### src/design/lut_pkg.sv
/* lookup-and-scale shared definitions
   widths, pipeline depth and the coefficient table */
`default_nettype none

package lut_pkg;

    // request fields
    localparam int SEL_W   = 4;
    localparam int TABLE_W = 2;
    localparam int TAG_W   = 4;

    // result widths
    localparam int PROD_W = 8;
    localparam int OUT_W  = 24;

    localparam int NUM_TABLES = 4;

    // registered stages from request to result
    localparam int PIPE_DEPTH = 4;

    // index 0 is the unit coefficient
    localparam logic [NUM_TABLES-1:0][SEL_W-1:0] COEFF_TABLE = {
        4'd15,
        4'd10,
        4'd3,
        4'd1
    };

endpackage

`default_nettype wire
### src/design/mul_link_if.sv
/* valid/ready link between multiplier pipeline stages
   carries a payload word and the request tag */
`default_nettype none

interface mul_link_if #(
    parameter int DATA_W = 8
) ();

    logic                      valid;
    logic                      ready;
    logic [DATA_W-1:0]         data;
    logic [lut_pkg::TAG_W-1:0] tag;

    // upstream side
    modport src (
        output valid,
        output data,
        output tag,
        input  ready
    );

    // downstream side
    modport dst (
        input  valid,
        input  data,
        input  tag,
        output ready
    );

endinterface

`default_nettype wire

### src/design/rom_lut.sv
/* coefficient lookup-and-scale unit
   four-stage valid/ready pipeline multiplying a selector by a table coefficient */
`default_nettype none

module rom_lut (
    input  logic                        clk,
    input  logic                        rst_n,
    input  logic                        in_valid,
    output logic                        in_ready,
    input  logic [lut_pkg::SEL_W-1:0]   in_sel,
    input  logic [lut_pkg::TABLE_W-1:0] in_table,
    input  logic [lut_pkg::TAG_W-1:0]   in_tag,
    output logic                        out_valid,
    input  logic                        out_ready,
    output logic [lut_pkg::OUT_W-1:0]   out_value,
    output logic [lut_pkg::TAG_W-1:0]   out_tag
);

    // selector and coefficient
    mul_link_if #(.DATA_W(2*lut_pkg::SEL_W)) l0 ();
    // four partial-product rows
    mul_link_if #(.DATA_W(4*lut_pkg::SEL_W)) l1 ();
    // sum and carry words
    mul_link_if #(.DATA_W(2*lut_pkg::PROD_W)) l2 ();

    coeff_rom u_coeff_rom (
        .clk      (clk),
        .rst_n    (rst_n),
        .in_valid (in_valid),
        .in_ready (in_ready),
        .in_sel   (in_sel),
        .in_table (in_table),
        .in_tag   (in_tag),
        .out      (l0.src)
    );

    partial_product_gen u_pp_gen (
        .clk   (clk),
        .rst_n (rst_n),
        .in    (l0.dst),
        .out   (l1.src)
    );

    compressor_stage u_compressor (
        .clk   (clk),
        .rst_n (rst_n),
        .in    (l1.dst),
        .out   (l2.src)
    );

    final_adder u_final_adder (
        .clk       (clk),
        .rst_n     (rst_n),
        .in        (l2.dst),
        .out_valid (out_valid),
        .out_ready (out_ready),
        .out_value (out_value),
        .out_tag   (out_tag)
    );

endmodule

`default_nettype wire

### src/design/final_adder.sv
/* final carry-propagate stage
   adds sum and carry words and registers the widened product with its tag */
`default_nettype none

module final_adder (
    input  logic                      clk,
    input  logic                      rst_n,
    mul_link_if.dst                   in,
    output logic                      out_valid,
    input  logic                      out_ready,
    output logic [lut_pkg::OUT_W-1:0] out_value,
    output logic [lut_pkg::TAG_W-1:0] out_tag
);

    logic                       in_xfer;
    logic [lut_pkg::PROD_W-1:0] product;

    assign in.ready = !out_valid || out_ready;
    assign in_xfer  = in.valid && in.ready;

    // product fits in PROD_W, no carry out
    assign product = in.data[2*lut_pkg::PROD_W-1:lut_pkg::PROD_W]
                   + in.data[lut_pkg::PROD_W-1:0];

    always_ff @(posedge clk or negedge rst_n) begin
        if (!rst_n) begin
            out_valid <= 1'b0;
        end else if (in_xfer) begin
            out_valid <= 1'b1;
        end else if (out_ready) begin
            out_valid <= 1'b0;
        end
    end

    always_ff @(posedge clk) begin
        if (in_xfer) begin
            out_value <= lut_pkg::OUT_W'(product);
            out_tag   <= in.tag;
        end
    end

    assert property (
        @(posedge clk) disable iff (!rst_n)
        !$isunknown(out_valid)
    ) else $error("final_adder: out_valid unknown");

endmodule

`default_nettype wire

### src/design/compressor_stage.sv
/* carry-save compression stage
   two full-adder rows reduce the shifted partial products to sum and carry */
`default_nettype none

module compressor_stage (
    input  logic    clk,
    input  logic    rst_n,
    mul_link_if.dst in,
    mul_link_if.src out
);

    localparam int PW = lut_pkg::PROD_W;
    localparam int SW = lut_pkg::SEL_W;

    logic          valid_q;
    logic          in_xfer;
    logic [PW-1:0] r0;
    logic [PW-1:0] r1;
    logic [PW-1:0] r2;
    logic [PW-1:0] r3;
    logic [PW-1:0] s1;
    logic [PW-1:0] c1;
    logic [PW-1:0] s2;
    logic [PW-1:0] c2;
    logic [4*SW-1:0] rows_q;

    assign in.ready  = !valid_q || out.ready;
    assign in_xfer   = in.valid && in.ready;
    assign out.valid = valid_q;

    // align each row to its weight
    assign r0 = PW'(in.data[SW-1:0]);
    assign r1 = PW'(in.data[2*SW-1:SW]) << 1;
    assign r2 = PW'(in.data[3*SW-1:2*SW]) << 2;
    assign r3 = PW'(in.data[4*SW-1:3*SW]) << 3;

    // first full-adder row, rows 0 to 2
    assign s1 = r0 ^ r1 ^ r2;
    assign c1 = ((r0 & r1) | (r0 & r2) | (r1 & r2)) << 1;

    // second row folds in row 3
    assign s2 = s1 ^ c1 ^ r3;
    assign c2 = ((s1 & c1) | (s1 & r3) | (c1 & r3)) << 1;

    always_ff @(posedge clk or negedge rst_n) begin
        if (!rst_n) begin
            valid_q <= 1'b0;
        end else if (in_xfer) begin
            valid_q <= 1'b1;
        end else if (out.ready) begin
            valid_q <= 1'b0;
        end
    end

    always_ff @(posedge clk) begin
        if (in_xfer) begin
            out.data <= {s2, c2};
            out.tag  <= in.tag;
            rows_q   <= in.data;
        end
    end

    // weighted sum of the four registered rows
    function automatic logic [PW:0] row_value(input logic [4*SW-1:0] rows);
        logic [PW:0] acc;
        acc = '0;
        for (int i = 0; i < 4; i++) begin
            acc = acc + ((PW+1)'(rows[i*SW +: SW]) << i);
        end
        return acc;
    endfunction

    // the redundant form handed on must still equal the product
    assert property (
        @(posedge clk) disable iff (!rst_n)
        out.valid && out.ready |->
            ((PW+1)'(out.data[2*PW-1:PW]) + (PW+1)'(out.data[PW-1:0]))
                == row_value(rows_q)
    ) else $error("compressor_stage: sum and carry do not match rows");

endmodule

`default_nettype wire

### src/design/partial_product_gen.sv
/* partial product stage
   gates the multiplier with each multiplicand bit and registers four rows */
`default_nettype none

module partial_product_gen (
    input  logic    clk,
    input  logic    rst_n,
    mul_link_if.dst in,
    mul_link_if.src out
);

    logic                      valid_q;
    logic                      in_xfer;
    logic [lut_pkg::SEL_W-1:0] mplier;
    logic [lut_pkg::SEL_W-1:0] mcand;
    logic [lut_pkg::SEL_W-1:0] pp0;
    logic [lut_pkg::SEL_W-1:0] pp1;
    logic [lut_pkg::SEL_W-1:0] pp2;
    logic [lut_pkg::SEL_W-1:0] pp3;

    assign in.ready  = !valid_q || out.ready;
    assign in_xfer   = in.valid && in.ready;
    assign out.valid = valid_q;

    assign mplier = in.data[2*lut_pkg::SEL_W-1:lut_pkg::SEL_W];
    assign mcand  = in.data[lut_pkg::SEL_W-1:0];

    // row i carries weight 2**i, shift is applied in the compressor
    assign pp0 = mplier & {lut_pkg::SEL_W{mcand[0]}};
    assign pp1 = mplier & {lut_pkg::SEL_W{mcand[1]}};
    assign pp2 = mplier & {lut_pkg::SEL_W{mcand[2]}};
    assign pp3 = mplier & {lut_pkg::SEL_W{mcand[3]}};

    always_ff @(posedge clk or negedge rst_n) begin
        if (!rst_n) begin
            valid_q <= 1'b0;
        end else if (in_xfer) begin
            valid_q <= 1'b1;
        end else if (out.ready) begin
            valid_q <= 1'b0;
        end
    end

    always_ff @(posedge clk) begin
        if (in_xfer) begin
            out.data <= {pp3, pp2, pp1, pp0};
            out.tag  <= in.tag;
        end
    end

endmodule

`default_nettype wire

### src/design/coeff_rom.sv
/* coefficient lookup stage
   accepts requests and registers the selector with its table coefficient */
`default_nettype none

module coeff_rom (
    input  logic                        clk,
    input  logic                        rst_n,
    input  logic                        in_valid,
    output logic                        in_ready,
    input  logic [lut_pkg::SEL_W-1:0]   in_sel,
    input  logic [lut_pkg::TABLE_W-1:0] in_table,
    input  logic [lut_pkg::TAG_W-1:0]   in_tag,
    mul_link_if.src                     out
);

    logic                      accept_en;
    logic                      valid_q;
    logic                      in_xfer;
    logic [lut_pkg::SEL_W-1:0] coeff;

    assign coeff    = lut_pkg::COEFF_TABLE[in_table];
    assign in_ready = accept_en && (!valid_q || out.ready);
    assign in_xfer  = in_valid && in_ready;
    assign out.valid = valid_q;

    // no requests taken until one cycle after reset release
    always_ff @(posedge clk or negedge rst_n) begin
        if (!rst_n) begin
            accept_en <= 1'b0;
            valid_q   <= 1'b0;
        end else begin
            accept_en <= 1'b1;
            if (in_xfer) begin
                valid_q <= 1'b1;
            end else if (out.ready) begin
                valid_q <= 1'b0;
            end
        end
    end

    // multiplier in the upper half, multiplicand in the lower
    always_ff @(posedge clk) begin
        if (in_xfer) begin
            out.data <= {in_sel, coeff};
            out.tag  <= in_tag;
        end
    end

    // a stalled item must not change under the downstream stages
    assert property (
        @(posedge clk) disable iff (!rst_n)
        out.valid && !out.ready |=> $stable(out.data) && $stable(out.tag)
    ) else $error("coeff_rom: payload changed while stalled");

endmodule

`default_nettype wire

### config.mk
export PLATFORM = sky130hd
export DESIGN_NAME = rom_lut
export DESIGN_NICKNAME = d
export VERILOG_FILES = /design/src/design/lut_pkg.sv /design/src/design/mul_link_if.sv /design/src/design/rom_lut.sv /design/src/design/final_adder.sv /design/src/design/compressor_stage.sv /design/src/design/partial_product_gen.sv /design/src/design/coeff_rom.sv
export SDC_FILE = /design/constraint.sdc
export NUM_CORES = 1
export LEC_CHECK = 0
export ABC_CLOCK_PERIOD_IN_PS = 1750
export BUFFER_PORTS_ARGS = -buffer_cell sky130_fd_sc_hd__buf_2
export CAP_MARGIN = 20
export CORE_ASPECT_RATIO = 0.75
export CORE_MARGIN = 2
export CORE_UTILIZATION = 35
export CTS_CLUSTER_SIZE = 16
export DETAILED_ROUTE_END_ITERATION = 6
export GPL_ROUTABILITY_DRIVEN = 0
export GPL_TIMING_DRIVEN = 0
export PLACE_DENSITY_LB_ADDON = 0.15
export SLEW_MARGIN = 20
export SYNTH_ARGS = -nofsm -noshare
export SYNTH_HDL_FRONTEND = slang
export SYNTH_SLANG_ARGS = --single-unit
export TNS_END_PERCENT = 30
### constraint.sdc
create_clock -name clk -period 1.75 [get_ports clk]
set_input_delay 0.2625 -clock clk [delete_from_list [all_inputs] [get_ports clk]]
set_output_delay 0.2625 -clock clk [all_outputs]
set_load 0.01 [all_outputs]
==> results.rst, run 1 <==
.. list-table::
   :header-rows: 1

   * - Metric
     - Value
   * - Run status
     - completed
   * - Worst-Margin Slew
     - 0.633 ns
   * - Core Region
     - approximately 0.0072 mm²
   * - Most used cells in the layout excluding fill and tap cells
     - edfxtp_1, buf_2, inv_1
   * - DP HPWL
     - 2.21 mm
   * - Deepest level of the CTS H-tree
     - 3
   * - Fraction of layout instances using a drive strength above 1
     - about 28%
   * - Final setup slack of the worst path
     - 0.0637 ns
   * - Cell chosen for the clock root
     - clkbuf_8
   * - TritonCTS clock tree
     - built
   * - Cell count of the worst hold path
     - 1
   * - Count of different cell masters after synthesis
     - 19
   * - Overall die height
     - 78.2 µm
   * - Worst slack at placement
     - -0.130 ns
   * - Number of warnings reported in the yosys synthesis log
     - 0
   * - Req. time, crit path
     - 1.49 ns
   * - Setup repair after global routing missed its margin
     - true
   * - Pins Over Slew Limit
     - 0
   * - Clk_lat worst skew
     - 0.34 ns
   * - Critical Path Sink Type
     - output pin
   * - Power Density
     - 1100 mW/mm²
   * - Row count
     - 27
   * - Largest net degree at the start of global routing
     - 21
   * - Launch point of the worst hold path
     - in_sel[1]
   * - Initial Util
     - 35.6%
   * - Number of placed I/O pins
     - 44
   * - Post-route design area
     - 0.00313 mm²
   * - Net count, final
     - 240
   * - Die area
     - 0.00806 mm²
   * - Average footprint of a synthesized cell
     - 16.2 µm²
   * - Kind of launch point of the worst setup path
     - register
   * - Register-to-register setup slack
     - roughly 0.070 ns
   * - Routed via count
     - 1147
   * - Sum Neg Setup Slack
     - 0 ns
   * - Initial drt markers
     - 18
   * - Vias per Instance
     - 3.60
   * - Clock-pin slew of the registers on the worst-case setup and hold paths
     - roughly 0.06 ns
   * - Placed instance area
     - ~0.0029 mm²
   * - Portion of total power attributed to sequential cells
     - about 53%
   * - Max VDD drop
     - about 500 µV
   * - Filler cells
     - 667
   * - Post-route DRC
     - 0
   * - Reg-to-Reg Start
     - u_pp_gen.out.data[6]$_DFFE_PP_
   * - Min-Delay Endpoint
     - u_coeff_rom.out.data[5]$_DFFE_PP_
   * - First-pass GRT wire length
     - 5.14 mm
   * - FF+latch count, synth
     - 64
   * - Hold Crit Class
     - primary input to register
   * - Slew margin rel.
     - 57.8%
   * - Part of the total power dissipated in combinational logic
     - 7.2%
   * - Data arrival at the endpoint of the critical path
     - 1.42 ns
   * - Register area share after synthesis
     - between 70% and 80%
   * - Hold Vio Cnt, Final
     - 0
   * - Clock share of power
     - 40.1%
   * - Fmax
     - roughly 590 MHz
   * - Maximum Capacitance Violations
     - 0
   * - Switching power summed over all nets
     - 0.000674 W
   * - Leakage power summed over all cells
     - 1.31 nW
   * - Vias in the first global route
     - 1107
   * - Critical path peak fanout
     - 4
   * - Final worst path period share
     - a little over nine tenths
   * - Final critical delay including setup and external delays
     - approximately 1.7 ns
   * - Maximum root-to-sink buffer count
     - 2
   * - Number of antenna violations at the first check in global routing
     - 0
   * - Inserted Clock Buffers
     - 9
   * - Die Width
     - 103 µm
   * - Antenna fix cells
     - 0
   * - Slowest cell on the critical path
     - dfrtp_1
   * - Cell-internal power
     - 0.00278 W
   * - Final Util
     - 43.3%
   * - Critical Path Max Stage Delay
     - slightly below 0.4 ns
   * - Post-synthesis cell area
     - approximately 0.0026 mm²
   * - Combined global-route utilization of all metal layers
     - between 9 and 10%
   * - Final Setup Violations
     - 0
   * - Most frequent standard cell in the layout excluding fill and tap cells
     - edfxtp_1
   * - Critical-path cell list
     - nand4b_1 -> or2_1 -> and2_1 -> buf_2
   * - Reg2reg end
     - u_compressor.out.data[11]$_DFFE_PP_
   * - Depth of the worst register-to-register path
     - 4
   * - Clock tree skew after final layout
     - 0.00984 ns
   * - Routed wire per std cell
     - between 9 and 10 µm
   * - Quantity of I/O buffers inserted on ports
     - 27
   * - Final WL
     - 3.07 mm
   * - Synthesized netlist cell count
     - ~160
   * - Clock sinks
     - 64
   * - Switching power share of the total
     - 19.5%
   * - Layout area overhead
     - 21.6%
   * - Total iterations of the first detailed-routing run
     - 4
   * - GR Overflow Total
     - 0
   * - Fin Hold WS
     - about 0.10 ns
   * - Residual antenna-violating net count after detailed routing
     - 0
   * - Classification of the worst setup path
     - register to output pin
==> sequential cells by signal, summed over array words and instances, names as in the netlist <==
name	count
u_final_adder.out_tag	4
u_pp_gen.out.valid	1
u_coeff_rom.accept_en	1
u_coeff_rom.out.data	8
u_coeff_rom.out.tag	4
u_pp_gen.out.tag	4
u_final_adder.out_valid	1
u_final_adder.out_value	8
u_coeff_rom.out.valid	1
u_compressor.out.tag	4
u_pp_gen.out.data	16
u_compressor.out.valid	1
u_compressor.out.data	11
==> metrics by stage <==
| step | power, W | cells |
|---|---|---|
| 2_1_floorplan | 0.00202 | 174 |
| 3_3_place_gp | 0.00210 | 302 |
| 3_5_place_dp | 0.00210 | 302 |
| 4_1_cts | 0.00349 | 319 |
| 5_1_grt | 0.00361 | 319 |
| 6_report | 0.00345 | 319 |
==> power by group through the flow <==
stage | Sequential (W) | Combinational [W] | Clock, W
floorplan | 0.00186 | 0.000160 | 0
global placement | 0.00185 | 0.000246 | 0
detailed placement | 0.00185 | 0.000249 | 0
CTS | 0.00182 | 0.000252 | 0.00142
global route | 0.00183 | 0.000287 | 0.00149
finish | 0.00182 | 0.000248 | 0.00138
==> critical path: cells and delay by family (launching register included) <==
kind	cells	cell delay (ns)
flops	1	0.39
buf+inv	1	0.13
simple gates	3	0.59
==> cells in the mapped netlist <==
master     n  area [µm²]
a21oi_1    1        5.00
nor2b_1    2        12.5
or2_1      2        12.5
and2_1    21         131
nand2_1    3        11.3
ha_1       7        87.6
buf_4     16         120
edfxtp_1  59        1770
xnor2_1    2        17.5
conb_1     2        7.51
nand3b_1   1        7.51
dfrtp_1    5         125
fa_1       6         120
nand2b_1   5        31.3
nand4b_1   1        8.76
o21ai_1    1        5.00
inv_1     23        86.3
a21o_1     1        7.51
inv_2      1        3.75
==> what timing repair did <==
item | in CTS | in global routing
endpoints found under the hold margin | 5 | 0
pin swaps | 0 | 0
buffers inserted | 0 | 0
cloned | 0 | 0
gates resized for setup | 1 | 1
setup endpoints to repair | 12 | 22
hold buffers | 1 | 0
==> final cells by class <==
class                   count  area [µm²]  area share [%]
multi-input cells          70         526            16.8
plain buffers              16         120            3.84
inverters                  24        90.1            2.88
flip-flops and latches     64        1900            60.6
repair buffers             28         145            4.64
clock buffers              13         159            5.08
well taps                 101         126            4.04
clock inverters             3        65.1            2.08
==> worst max-delay path by stage <==
stage	from	endpoint	slack [ns]	cells past startpoint
floorplan	u_final_adder.out_valid$_DFFE_PN0P_	u_coeff_rom.out.data[0]$_DFFE_PP_	0.10	3
global placement	u_final_adder.out_valid$_DFFE_PN0P_	u_coeff_rom.out.data[7]$_DFFE_PP_	-0.12	3
detailed placement	u_compressor.out.valid$_DFFE_PN0P_	u_coeff_rom.out.data[7]$_DFFE_PP_	-0.13	3
CTS	u_final_adder.out_valid$_DFFE_PN0P_	in_ready	0.04	4
global route	u_final_adder.out_valid$_DFFE_PN0P_	in_ready	-0.05	4
finish	u_final_adder.out_valid$_DFFE_PN0P_	in_ready	0.06	4
==> kinds of logic after synthesis <==
family,share of synthesized area (%)
compound gates,0.681
xor+xnor,0.681
fa+ha+maj,8.07
buf+inv,8.17
flops,73.7
other cells,0.292
simple gates,8.37
==> per-layer routing <==
layer  routed length (µm)  vias to the layer above  track usage (%)
met5                    0                        -                0
met4                   76                        0             5.53
met3                  219                        7             5.34
met2                 1200                       40             11.3
met1                 1580                      495             12.0
li1                     -                      605                -
No activity file was read; power rests on OpenSTA's default activity.
==> run 2, diff against run 1 <==
--- a/config.mk
+++ b/config.mk
@@ -5,7 +5,7 @@
 export SDC_FILE = /design/constraint.sdc
 export NUM_CORES = 1
 export LEC_CHECK = 0
-export ABC_CLOCK_PERIOD_IN_PS = 1750
+export ABC_CLOCK_PERIOD_IN_PS = 1590
 export BUFFER_PORTS_ARGS = -buffer_cell sky130_fd_sc_hd__buf_2
 export CAP_MARGIN = 20
 export CORE_ASPECT_RATIO = 0.75
==> constraint.sdc (replaced) <==
create_clock -name clk -period 1.59 [get_ports clk]
set_input_delay 0.2385 -clock clk [delete_from_list [all_inputs] [get_ports clk]]
set_output_delay 0.2385 -clock clk [all_outputs]
set_load 0.01 [all_outputs]
==> run 2 against run 1 <==
Compared with the run above:
- the flow now finishes with violations (negative setup slack)
- total power is 1.9% lower
- register-to-register slack lost 0.19 ns
- setup slack lost 0.19 ns
- hold slack worse by 0.029 ns
- sequential cell count unchanged
- highest routed layer unchanged
- combinational power up 15%
- sequential power is 9.9% higher
- sequential share of layout area up 0.64 points
==> results.rst, run 2 (synthesis results as in run 1) <==
.. list-table::
   :header-rows: 1

   * - Metric
     - Value
   * - Run status
     - complete, but fails checks
   * - Violations in the final reports
     - negative setup slack
   * - Data arrival at the endpoint of the critical path
     - 1.81 ns (+0.39 ns)
   * - Deepest level of the CTS H-tree
     - 3 (unchanged)
   * - Quantity of I/O buffers inserted on ports
     - 27 (unchanged)
   * - DP HPWL
     - 2.25 mm (+1.7%)
   * - Largest registers ranked by flip-flop count
     - u_pp_gen.out.data: 16 flops, u_compressor.out.data: 11 flops
   * - Placed cells
     - 302 (unchanged)
   * - Most frequent standard cell in the layout excluding fill and tap cells
     - edfxtp_1
   * - Critical path peak fanout
     - 1 (-3)
   * - Die area
     - 0.00806 mm² (unchanged)
   * - Critical Path Sink Type
     - register
   * - Post-route design area
     - 0.00310 mm² (-1.0%)
   * - Final WL
     - 3.18 mm (+3.5%)
   * - Die Width
     - 103 µm (unchanged)
   * - Residual antenna-violating net count after detailed routing
     - 0 (unchanged)
   * - Vias per Instance
     - 3.60 (about the same)
   * - Routed via count
     - 1162 (+1.3%)
   * - TritonCTS clock tree
     - built
   * - Clock-pin slew of the registers on the worst-case setup and hold paths
     - 0.06 ns (about the same)
   * - Cell count of the worst hold path
     - 1 (unchanged)
   * - Power Density
     - 1090 mW/mm² (-0.90%)
   * - Worst slack at placement
     - -0.123 ns (+0.00684 ns)
   * - Most used cells in the layout excluding fill and tap cells
     - edfxtp_1, buf_2, inv_1
   * - Combined global-route utilization of all metal layers
     - 9.56% (+0.46 points)
   * - Final worst path period share
     - 108%
   * - Maximum root-to-sink buffer count
     - 2 (unchanged)
   * - Number of flip-flops under the largest register name
     - 16 (unchanged)
   * - Final Setup Violations
     - 2 (+2)
   * - Setup repair after global routing missed its margin
     - true
   * - Max VDD drop
     - 467 µV (-7.5%)
   * - Fraction of layout instances using a drive strength above 1
     - 28.8% (+1.3 points)
   * - Row count
     - 27 (unchanged)
   * - Depth of the worst register-to-register path
     - 4 (unchanged)
   * - Core Region
     - 0.00723 mm² (unchanged)
   * - Sum Neg Setup Slack
     - -0.138 ns (-0.138 ns)
   * - Total iterations of the first detailed-routing run
     - 4 (unchanged)
   * - Pins Over Slew Limit
     - 0 (unchanged)
   * - Post-route DRC
     - 0 (unchanged)
   * - Antenna fix cells
     - 0 (unchanged)
   * - Initial Util
     - 35.6% (unchanged)
   * - Number of placed I/O pins
     - 44 (unchanged)
   * - Hold Vio Cnt, Final
     - 0 (unchanged)
   * - Number of antenna violations at the first check in global routing
     - 0 (unchanged)
   * - Leakage power summed over all cells
     - 1.31 nW (-0.36%)
   * - Placed instance area
     - 0.00289 mm² (about the same)
   * - GR Overflow Total
     - 0 (unchanged)
   * - First-pass GRT wire length
     - 5.42 mm (+5.5%)
   * - Fin cells
     - 323 (+1.3%)
   * - Final critical delay including setup and external delays
     - 1.71 ns
   * - Inserted Clock Buffers
     - 9 (unchanged)
   * - Routed wire per std cell
     - 9.85 µm (+2.2%)
   * - Vias in the first global route
     - 1130 (+2.1%)
   * - Classification of the worst setup path
     - register to register
   * - Maximum Capacitance Violations
     - 0 (unchanged)
   * - Layout area overhead
     - 20.3%
   * - Clock sinks
     - 64 (unchanged)
   * - Cell chosen for the clock root
     - clkbuf_8
   * - Filler cells
     - 688 (+3.1%)
   * - Clock tree skew after final layout
     - 0.00491 ns (-0.00493 ns)
   * - Fmax
     - 584 MHz
   * - Overall die height
     - 78.2 µm (unchanged)
   * - Largest net degree at the start of global routing
     - 21 (unchanged)
   * - Initial drt markers
     - 27 (+9)
   * - Hold Crit Class
     - primary input to register
   * - Final setup slack of the worst path
     - -0.122 ns (-0.186 ns)
   * - Kind of launch point of the worst setup path
     - register
   * - Fin Hold WS
     - 0.0734 ns (-0.0290 ns)
   * - Req. time, crit path
     - 1.69 ns (+0.20 ns)
   * - Clk_lat worst skew
     - 0.34 ns (about the same)
   * - Net count, final
     - 244 (+1.7%)
   * - Register with the most flip-flops
     - u_pp_gen.out.data
==> run 2: repair_timing <==
action / 4_1_cts / 5_1_grt
setup endpoints to repair: 34 / 50
hold buffers: 1 / 0
hold endpoints to repair: 5 / 0
setup buffers: 4 / 0
pin swaps: 3 / 3
resized for setup: 1 / 4
==> run 2: layout make-up <==
| type | count | area (µm²) | area share, % |
|---|---|---|---|
| well taps | 101 | 126 | 4.08 |
| plain buffers | 16 | 120 | 3.88 |
| flip-flops and latches | 64 | 1900 | 61.3 |
| repair buffers | 32 | 175 | 5.66 |
| clock inverters | 6 | 26.3 | 0.849 |
| inverters | 24 | 90.1 | 2.91 |
| clock buffers | 10 | 128 | 4.12 |
| multi-input cells | 70 | 533 | 17.2 |
==> run 2: worst max-delay path, cell delays in order, from the launching register on <==
cell and delay (ns):
edfxtp_1 0.41, inv_2 0.08, fa_1 0.44, fa_1 0.52, inv_1 0.03
==> run 2: where the power goes <==
group | switching [W] | internal, W | total [W]
combinational | 0.000154 | 0.000132 | 0.000286
clock | 0.000558 | 0.000540 | 0.00110
sequential | 0.0000330 | 0.00197 | 0.00200
total | 0.000745 | 0.00264 | 0.00338
==> run 2: path summary, 6_finish.rpt <==
check / slack [ns] / endpoint / from
worst max-delay path: -0.12 / u_compressor.out.data[11]$_DFFE_PP_ / u_pp_gen.out.data[9]$_DFFE_PP_
worst min-delay path: 0.07 / u_coeff_rom.out.data[6]$_DFFE_PP_ / in_sel[2]
worst max register to register: -0.12 / u_compressor.out.data[11]$_DFFE_PP_ / u_pp_gen.out.data[9]$_DFFE_PP_
worst min register to register: 0.42 / u_final_adder.out_value[1]$_DFFE_PP_ / u_compressor.out.data[9]$_DFFE_PP_
max in group asynchronous: 1.21 / u_compressor.out.valid$_DFFE_PN0P_ / rst_n
min in group asynchronous: 0.25 / u_coeff_rom.out.valid$_DFFE_PN0P_ / rst_n
==> run 2: per-stage QoR <==
step	total power [W]	utilization (%)
CTS	0.00345	42.7
detailed placement	0.00231	40.0
floorplan	0.00222	-
global route	0.00358	42.8
finish	0.00338	42.8
global placement	0.00231	40.0
==> run 2: per-layer routing <==
layer / up-vias / global-route usage [%] / wire (µm)
met3: 9 / 6.32 / 274
li1: 612 / - / -
met1: 500 / 12.6 / 1600
met5: - / 0 / 0
met2: 41 / 12.0 / 1240
met4: 0 / 4.34 / 72
